`config.mk`:
```
export PLATFORM = sky130hd
export DESIGN_NAME = ifetch_top
export DESIGN_NICKNAME = d
export VERILOG_FILES = /design/src/hdl/fetch_pkg.sv /design/src/hdl/axi_rd_pkg.sv /design/src/hdl/ifetch_top.sv /design/src/hdl/ifetch_ctrl.sv /design/src/hdl/axi_burst_reader.sv /design/src/hdl/icache_array.sv
export VERILOG_INCLUDE_DIRS = /design/src /design/src/hdl
export SDC_FILE = /design/constraint.sdc
export NUM_CORES = 1
export LEC_CHECK = 0
export BUFFER_PORTS_ARGS = -buffer_cell sky130_fd_sc_hd__clkbuf_2
export CORE_UTILIZATION = 40
export CTS_BUF_LIST = sky130_fd_sc_hd__clkbuf_4
export CTS_CLUSTER_SIZE = 25
export DETAILED_ROUTE_END_ITERATION = 12
export PLACE_DENSITY = 0.54
export SYNTH_ARGS = -nofsm -noshare
export SYNTH_HDL_FRONTEND = slang
export SYNTH_SLANG_ARGS = --single-unit
export TNS_END_PERCENT = 1
```
`constraint.sdc`:
```
create_clock -name clock -period 9.68 [get_ports clock]
set_clock_uncertainty 0.05 [all_clocks]
set_input_delay 0.484 -clock clock [delete_from_list [all_inputs] [get_ports clock]]
set_output_delay 0.484 -clock clock [all_outputs]
set_load 0.005 [all_outputs]
```
`src/hdl/ifetch_defines.svh`:
```
`ifndef IFETCH_DEFINES_SVH
`define IFETCH_DEFINES_SVH

// Line geometry of the direct-mapped instruction cache
`define IFETCH_OFFSET_BITS 4
`define IFETCH_INDEX_BITS 2
`define IFETCH_LINE_WORDS 4

// Tag is what is left of the PC above index and offset
`define IFETCH_TAG_BITS (32 - `IFETCH_OFFSET_BITS - `IFETCH_INDEX_BITS)

// First fetch address after reset
`define IFETCH_RESET_PC 32'h3000_0000

// Top address byte of the uncached on-chip SRAM
`define IFETCH_SRAM_REGION 8'h0f

// Unstalled cycles between a misaligned PC and the visible fault
`define IFETCH_FAULT_DELAY 4

`endif
```
`src/hdl/fetch_pkg.sv`:
```
`include "ifetch_defines.svh"

package fetch_pkg;

  // Lookup serves hits from the cache, memory waits on the read burst
  typedef enum logic {
    st_lookup = 1'b0,
    st_memory = 1'b1
  } fetch_state_t;

  // One full cache line, lowest word in the low bits
  typedef logic [`IFETCH_LINE_WORDS*32-1:0] line_t;

  typedef logic [`IFETCH_TAG_BITS-1:0] tag_t;

  typedef logic [`IFETCH_INDEX_BITS-1:0] index_t;

endpackage

```
`src/hdl/axi_rd_pkg.sv`:
```
package axi_rd_pkg;

  typedef logic [7:0] burst_len_t;  // Number of beats minus one

  typedef enum logic [1:0] {
    resp_okay   = 2'b00,
    resp_exokay = 2'b01,
    resp_slverr = 2'b10,
    resp_decerr = 2'b11
  } resp_t;

  typedef logic [31:0] beat_t;

endpackage

```
`src/hdl/ifetch_top.sv`:
```
`timescale 1ns/100ps

module ifetch_top (
  input  logic                   clock,
  input  logic                   reset,
  input  logic [31:0]            npc,
  input  logic                   npc_valid,
  input  logic                   block,
  input  logic                   idu_ready,
  input  logic                   clear_cache,
  input  logic                   clear_pipeline,
  output logic [31:0]            inst,
  output logic [31:0]            inst_pc,
  output logic                   inst_valid,
  output logic                   misaligned_fault,
  output logic [31:0]            araddr,
  output axi_rd_pkg::burst_len_t arlen,
  output logic                   arvalid,
  output logic                   rready,
  input  logic                   arready,
  input  logic                   rvalid,
  input  logic                   rlast,
  input  axi_rd_pkg::beat_t      rdata,
  input  axi_rd_pkg::resp_t      rresp
);

  import axi_rd_pkg::*;

  logic [31:0] lookup_pc;
  logic        hit;
  logic [31:0] hit_word;
  logic        flush;
  logic        fill_enable;
  logic        mem_start;
  logic [31:0] mem_addr;
  burst_len_t  mem_len;
  logic        beat_valid;
  logic        beat_last;
  beat_t       beat_data;

  ifetch_ctrl i_ctrl (
    .clock            (clock),
    .reset            (reset),
    .npc              (npc),
    .npc_valid        (npc_valid),
    .block            (block),
    .idu_ready        (idu_ready),
    .clear_cache      (clear_cache),
    .clear_pipeline   (clear_pipeline),
    .inst             (inst),
    .inst_pc          (inst_pc),
    .inst_valid       (inst_valid),
    .misaligned_fault (misaligned_fault),
    .lookup_pc        (lookup_pc),
    .hit              (hit),
    .hit_word         (hit_word),
    .flush            (flush),
    .fill_enable      (fill_enable),
    .mem_start        (mem_start),
    .mem_addr         (mem_addr),
    .mem_len          (mem_len),
    .beat_valid       (beat_valid),
    .beat_last        (beat_last),
    .beat_data        (beat_data)
  );

  icache_array i_cache (
    .clock       (clock),
    .reset       (reset),
    .lookup_pc   (lookup_pc),
    .flush       (flush),
    .fill_enable (fill_enable),
    .beat_valid  (beat_valid),
    .beat_data   (beat_data),
    .hit         (hit),
    .hit_word    (hit_word)
  );

  axi_burst_reader i_reader (
    .clock      (clock),
    .reset      (reset),
    .mem_start  (mem_start),
    .mem_addr   (mem_addr),
    .mem_len    (mem_len),
    .araddr     (araddr),
    .arlen      (arlen),
    .arvalid    (arvalid),
    .arready    (arready),
    .rready     (rready),
    .rdata      (rdata),
    .rresp      (rresp),
    .rvalid     (rvalid),
    .rlast      (rlast),
    .beat_valid (beat_valid),
    .beat_last  (beat_last),
    .beat_data  (beat_data)
  );

endmodule

```
`src/hdl/ifetch_ctrl.sv`:
```
`timescale 1ns/100ps

`include "ifetch_defines.svh"

module ifetch_ctrl (
  input  logic                   clock,
  input  logic                   reset,
  input  logic [31:0]            npc,
  input  logic                   npc_valid,
  input  logic                   block,
  input  logic                   idu_ready,
  input  logic                   clear_cache,
  input  logic                   clear_pipeline,
  output logic [31:0]            inst,
  output logic [31:0]            inst_pc,
  output logic                   inst_valid,
  output logic                   misaligned_fault,
  output logic [31:0]            lookup_pc,
  input  logic                   hit,
  input  logic [31:0]            hit_word,
  output logic                   flush,
  output logic                   fill_enable,
  output logic                   mem_start,
  output logic [31:0]            mem_addr,
  output axi_rd_pkg::burst_len_t mem_len,
  input  logic                   beat_valid,
  input  logic                   beat_last,
  input  axi_rd_pkg::beat_t      beat_data
);

  import fetch_pkg::*;
  import axi_rd_pkg::*;

  fetch_state_t                   state;
  logic [31:0]                    pc;
  logic [31:0]                    miss_pc;
  logic                           sram_miss;
  logic                           drop_beat;
  logic                           pipeline_empty;
  logic [`IFETCH_FAULT_DELAY-1:0] fault_line;
  logic                           is_sram;
  logic                           aligned;
  logic                           may_lookup;
  logic                           lookup_hit;
  logic                           spec_ok;
  logic                           fault_now;
  logic                           sram_take;
  logic                           burst_done;

  assign is_sram = (pc[31:24] == `IFETCH_SRAM_REGION);
  assign aligned = (pc[1:0] == 2'b00);

  // A lookup also moves out any instruction the decoder is taking now
  assign may_lookup = (state == st_lookup) && !clear_pipeline && !block &&
                      (idu_ready || !inst_valid);
  assign lookup_hit = hit && !is_sram && aligned;

  // No speculative bus access: the core must have confirmed this PC
  assign spec_ok = pipeline_empty || (npc_valid && (npc == pc));

  assign mem_start = may_lookup && !lookup_hit && spec_ok && aligned;
  assign fault_now = may_lookup && !lookup_hit && spec_ok && !aligned;

  assign burst_done = (state == st_memory) && beat_last;
  assign sram_take  = (state == st_memory) && sram_miss && beat_valid &&
                      !drop_beat && !clear_pipeline;

  // During a burst the cache is indexed by the address being filled
  assign lookup_pc   = (state == st_memory) ? miss_pc : pc;
  assign flush       = clear_cache;
  assign fill_enable = (state == st_memory) && !sram_miss;

  assign mem_addr = is_sram ? pc : {pc[31:`IFETCH_OFFSET_BITS], {`IFETCH_OFFSET_BITS{1'b0}}};
  assign mem_len  = is_sram ? burst_len_t'(0) : burst_len_t'(`IFETCH_LINE_WORDS - 1);

  assign misaligned_fault = fault_line[`IFETCH_FAULT_DELAY-1];

  always_ff @(posedge clock) begin
    if (reset) begin
      state <= st_lookup;
    end else if (mem_start) begin
      state <= st_memory;
    end else if (burst_done) begin
      state <= st_lookup;  // A burst in flight always runs to its end
    end
  end

  always_ff @(posedge clock) begin
    if (reset) begin
      pc             <= `IFETCH_RESET_PC;
      inst_valid     <= 1'b0;
      pipeline_empty <= 1'b1;
      fault_line     <= '0;
      drop_beat      <= 1'b0;
    end else if (clear_pipeline) begin
      pc             <= npc;
      inst_valid     <= 1'b0;
      pipeline_empty <= 1'b1;
      fault_line     <= '0;
      if (state == st_memory) begin
        drop_beat <= 1'b1;  // SRAM data of the old path must not reach the decoder
      end
    end else begin
      if (idu_ready) begin
        inst_valid <= 1'b0;
      end
      if (!block) begin
        fault_line <= {fault_line[`IFETCH_FAULT_DELAY-2:0], fault_now};
      end
      if (may_lookup && lookup_hit) begin
        inst_valid     <= 1'b1;
        pc             <= pc + 32'd4;
        pipeline_empty <= 1'b0;
      end
      if (mem_start) begin
        drop_beat <= 1'b0;
      end
      if (sram_take) begin
        inst_valid     <= 1'b1;
        pc             <= miss_pc + 32'd4;
        pipeline_empty <= 1'b0;
      end
    end
  end

  always_ff @(posedge clock) begin
    if (may_lookup && lookup_hit) begin
      inst    <= hit_word;
      inst_pc <= pc;
    end
    if (fault_now) begin
      inst_pc <= pc;  // Reported with the fault
    end
    if (mem_start) begin
      miss_pc   <= pc;
      sram_miss <= is_sram;
    end
    if (sram_take) begin
      inst    <= beat_data;
      inst_pc <= miss_pc;
    end
  end

endmodule

```
`src/hdl/axi_burst_reader.sv`:
```
`timescale 1ns/100ps

module axi_burst_reader (
  input  logic                   clock,
  input  logic                   reset,
  input  logic                   mem_start,
  input  logic [31:0]            mem_addr,
  input  axi_rd_pkg::burst_len_t mem_len,
  output logic [31:0]            araddr,
  output axi_rd_pkg::burst_len_t arlen,
  output logic                   arvalid,
  input  logic                   arready,
  output logic                   rready,
  input  axi_rd_pkg::beat_t      rdata,
  input  axi_rd_pkg::resp_t      rresp,
  input  logic                   rvalid,
  input  logic                   rlast,
  output logic                   beat_valid,
  output logic                   beat_last,
  output axi_rd_pkg::beat_t      beat_data
);

  import axi_rd_pkg::*;

  logic  ar_done;
  logic  r_take;
  resp_t last_resp;

  assign ar_done = arvalid && arready;
  assign r_take  = rready && rvalid;

  assign beat_valid = r_take;
  assign beat_last  = r_take && rlast;
  assign beat_data  = rdata;

  // Address phase first, then the data phase, never both at once
  always_ff @(posedge clock) begin
    if (reset) begin
      arvalid <= 1'b0;
      rready  <= 1'b0;
    end else begin
      if (mem_start) begin
        arvalid <= 1'b1;
      end else if (ar_done) begin
        arvalid <= 1'b0;
        rready  <= 1'b1;
      end
      if (beat_last) begin
        rready <= 1'b0;
      end
    end
  end

  // Request fields are held stable until the slave takes them
  always_ff @(posedge clock) begin
    if (mem_start) begin
      araddr <= mem_addr;
      arlen  <= mem_len;
    end
  end

  // Response codes are kept for debug only, the fetch path ignores them
  always_ff @(posedge clock) begin
    if (r_take) begin
      last_resp <= rresp;
    end
  end

endmodule

```
`src/hdl/icache_array.sv`:
```
`timescale 1ns/100ps

`include "ifetch_defines.svh"

module icache_array (
  input  logic              clock,
  input  logic              reset,
  input  logic [31:0]       lookup_pc,
  input  logic              flush,
  input  logic              fill_enable,
  input  logic              beat_valid,
  input  axi_rd_pkg::beat_t beat_data,
  output logic              hit,
  output logic [31:0]       hit_word
);

  import fetch_pkg::*;

  localparam int lines = 1 << `IFETCH_INDEX_BITS;
  localparam int line_bits = `IFETCH_LINE_WORDS * 32;
  localparam int cnt_bits = $clog2(`IFETCH_LINE_WORDS);

  tag_t                tags [lines];
  line_t               data [lines];
  logic [lines-1:0]    valid;
  logic [cnt_bits-1:0] beat_cnt;
  logic [cnt_bits-1:0] word_sel;
  index_t              index;
  tag_t                pc_tag;
  line_t               line;
  logic                fill;
  logic                first_beat;

  assign index    = lookup_pc[`IFETCH_OFFSET_BITS +: `IFETCH_INDEX_BITS];
  assign pc_tag   = lookup_pc[31 -: `IFETCH_TAG_BITS];
  assign word_sel = lookup_pc[2 +: cnt_bits];
  assign line     = data[index];

  assign hit      = valid[index] && (tags[index] == pc_tag);
  assign hit_word = line[word_sel*32 +: 32];

  assign fill       = fill_enable && beat_valid;
  assign first_beat = (beat_cnt == '0);

  // Beat counter wraps once per line, so it marks the first beat of each fill
  always_ff @(posedge clock) begin
    if (reset) begin
      valid    <= '0;
      beat_cnt <= '0;
    end else begin
      if (fill) begin
        beat_cnt <= beat_cnt + 1'b1;
        if (first_beat) begin
          valid[index] <= 1'b1;
        end
      end
      if (flush) begin
        valid <= '0;  // A flush beats a fill in the same cycle
      end
    end
  end

  // Beats enter at the top word, so after a full burst word 0 sits lowest
  always_ff @(posedge clock) begin
    if (fill) begin
      data[index] <= {beat_data, line[line_bits-1:32]};
      if (first_beat) begin
        tags[index] <= pc_tag;
      end
    end
  end

endmodule

```
==> run_results.csv <==
group,metric,value,unit
routing,drtIter0Drc,1006,
yosys,ys.flop_type,"edfxtp_1",
yosys,syn_area,31700,µm²
yosys,netlist_top_cells_area,"edfxtp_1, mux4_2, dfxtp_1",
yosys,synth_top_area_share,68.0,%
worst_setup_path,crit_arrival,6480,ps
routing,highest_layer,"met4",
timing,worstMarginPinSlew,1090,ps
timing,rsz0062_at_grt,"no",
cts,h-tree-depth,4,
worst_setup_path,endpoint_kind,"flip-flop",
worst_hold_path,min_path_type,"in -> reg",
routing,ant_nets,0,
placement,portBuffers,175,
finish,nFillCells,6816,
power,power_switching_share,23.5,%
die,coreArea,78000,µm²
die,fp.dieArea,80400,µm²
power,power_frac_comb,8.2,%
die,start_util,40.7,%
finish,fin_area,36700,µm²
timing,setup_violations,0,
die,die_h,284,µm
flow_run,max_cap_violations,0,
finish,seq_area,22500,µm²
yosys,ys_ff_latch,766,
grt,antenna_found_initial,2,
placement,dpl.hpwl,41400,µm
yosys,avgSynthCellArea,16.3,µm²
routing,num_vias,18200,
grt,grt_pass1_wl,115000,µm
routing,vias_per_cell,5.28,
timing,period_share,58.1,%
cts,clk-insertion-delay-late,1000,ps
grt,grt-ovfl-total,0,
cts,ctsResizeCount,0,
cts,cts_tree,"built",
die,num_rows,102,
routing,wl_met3,3500,µm
cts,root_buffer,"clkbuf_4",
grt,first_global_vias,19600,
finish,multiInputGateArea,8520,µm²
die,io-pin-count,184,
routing,wl_met2,37500,µm
power,power_density,189,nW/µm²
run_status,status,"completed",
yosys,yosys_warnings,0,
yosys,synth-edff-count,718,
die,die_x,284,µm
power,switchingPower,1630,µW
finish,area_delta_synth_final,15.6,%
power,p_leak,0.0124,µW
routing,met1Wirelength,31500,µm
finish,layout-drive-gt1-share,29.4,%
yosys,ys_async_sr_fraction,0,%
cts,clk_pin_slew_worst_paths,80,ps
worst_setup_path,critPathMaxFanout,91,
grt,grt_max_degree,132,
routing,drcViolationCount,0,
yosys,synth_common_cells,"edfxtp_1, nand2_1, o21ai_0, mux4_2, clkbuf_1",
power,ir_drop,0.0766,mV
timing,fin_crit,5630,ps
cts,clock_sinks,766,
power,p_seq_share,53.4,%
yosys,syn-instance-count,1948,
timing,fin_tns_setup,0,ps
timing,maxSlewViolCount,0,
yosys,yosys.cell_count.top_type,"edfxtp_1",
yosys,yosysTopAreaCell,"edfxtp_1",
cts,cts_buffer_depth,3,
timing,clock.fmax,178,MHz
grt,grt_util_all_layers,18.7,%
power,p_int,5310,µW
finish,final_nets,2357,
worst_setup_path,critPathLaunchType,"flip-flop",
routing,wl,74900,µm
cts,cts-buffers-inserted,194,
timing,finalHoldViolations,0,
yosys,ys_seq_area_share,71.0,%
routing,avgRoutedWirePerCell,21.7,µm
yosys,yosysUniqueCellTypes,67,
worst_setup_path,cp_data_required_time,10540,ps
placement,gp_congestion,0.786,
placement,placed_cell_area,33500,µm²
worst_setup_path,regToRegSetupSlack,4050,ps
worst_setup_path,critPathKind,"reg -> reg",
power,p_total,6940,µW
routing,dr.pass1.iters,5,
power,clockPowerShare,38.4,%
timing,slew_headroom,27.5,%
-- cells in the final DEF, fill, tap and decap left out, types with 8 or more instances in the layout --
master         count
nor3_1            24
mux4_2           130
o311a_1           14
and3_1             8
mux2i_1           54
clkbuf_2         175
xor2_1            47
nand4_1           29
buf_4             15
dlygate4sd3_1     78
dfxtp_1           47
inv_1             21
nor4_1            11
xnor2_1           39
o21ai_0          131
clkbuf_4         290
o21ai_1           19
a21oi_1           17
nand3_1           53
nand2_1          234
a31oi_1            9
edfxtp_1         718
clkinv_1          19
nor2_4             9
nor2_1            44
mux2_2            47
-- what timing repair did --
action                    4_1_cts  5_1_grt
hold endpoints to repair      206        0
buffers inserted                0        0
hold buffers                   78        0
-- registers in the layout, indices dropped and copies added, names as in the netlist, 5 cells and up --
name and flops:
i_ctrl.inst 32, i_ctrl.pc 32, i_ctrl.miss_pc 31, i_ctrl.inst_pc 32, i_cache.tags 104, i_cache.data 512, i_reader.araddr 5
-- final timing paths --
kind | startpoint | endpoint | cells past startpoint
hold reg to reg | i_cache.valid[3] | i_cache.valid[3] | 1
hold / removal | clear_pipeline | i_ctrl.pc[26] | 4
setup / recovery | i_ctrl.pc[4] | i_ctrl.pc[21] | 11
setup reg to reg | i_ctrl.pc[4] | i_ctrl.pc[21] | 11
-- cell families after synthesis --
kind of cell | Yosys count | share of synthesized area (%)
DFF | 766 | 71.0
and+or+nand+nor | 452 | 6.61
AOI/OAI and AO/OA | 238 | 4.49
muxes | 237 | 12.8
buffers and inverters | 166 | 2.59
xor gates and xnor gates | 86 | 2.38
adders and majority gates | 2 | 0.0789
other | 1 | 0.0118
-- layout make-up --
| class | count | share of cell area (%) |
|---|---|---|
| multi-input cells | 1021 | 23.2 |
| diodes | 2 | 0.0137 |
| well taps | 1040 | 3.55 |
| clock buffers | 290 | 5.94 |
| flip-flops and latches | 766 | 61.4 |
| inverters | 24 | 0.246 |
| clock inverters | 30 | 0.536 |
| repair buffers | 272 | 5.04 |
-- layer usage --
| layer | vias up | track usage (%) |
|---|---|---|
| li1 | 8303 | - |
| met1 | 9268 | 22.9 |
| met2 | 483 | 31.7 |
| met3 | 139 | 4.15 |
| met4 | 0 | 8.47 |
| met5 | - | 0 |
-- through the flow --
stage / std cells / util, % / hold slack (ps) / worst slack, ps
2_1_floorplan: 1953 / - / 356 / 1680
3_3_place_gp: 3045 / 43.0 / 391 / 4030
3_5_place_dp: 3045 / 43.0 / 408 / 3970
4_1_cts: 3443 / 47.0 / 4.65 / 3900
5_1_grt: 3444 / 47.0 / 74.7 / 3600
6_report: 3445 / 47.0 / 158 / 4050
-- power groups by stage --
stage | logic, µW | clock network [µW] | registers [µW]
6_report | 571 | 2660 | 3710
5_1_grt | 630 | 2920 | 3710
4_1_cts | 584 | 2760 | 3700
3_5_place_dp | 555 | 0 | 3780
3_3_place_gp | 547 | 0 | 3770
2_1_floorplan | 385 | 0 | 3760
-- worst max-delay path, stage by stage (launching register included) --
cell	delay (ps)
dfxtp_1	700
mux2_8	800
buf_12	640
mux2i_1	310
xnor2_1	140
nand2_1	70
a2111oi_0	500
nand3_1	350
or4_1	970
nand4_1	260
o41ai_2	90
dlygate4sd3_1	580
(Power assumes the default switching activity.)
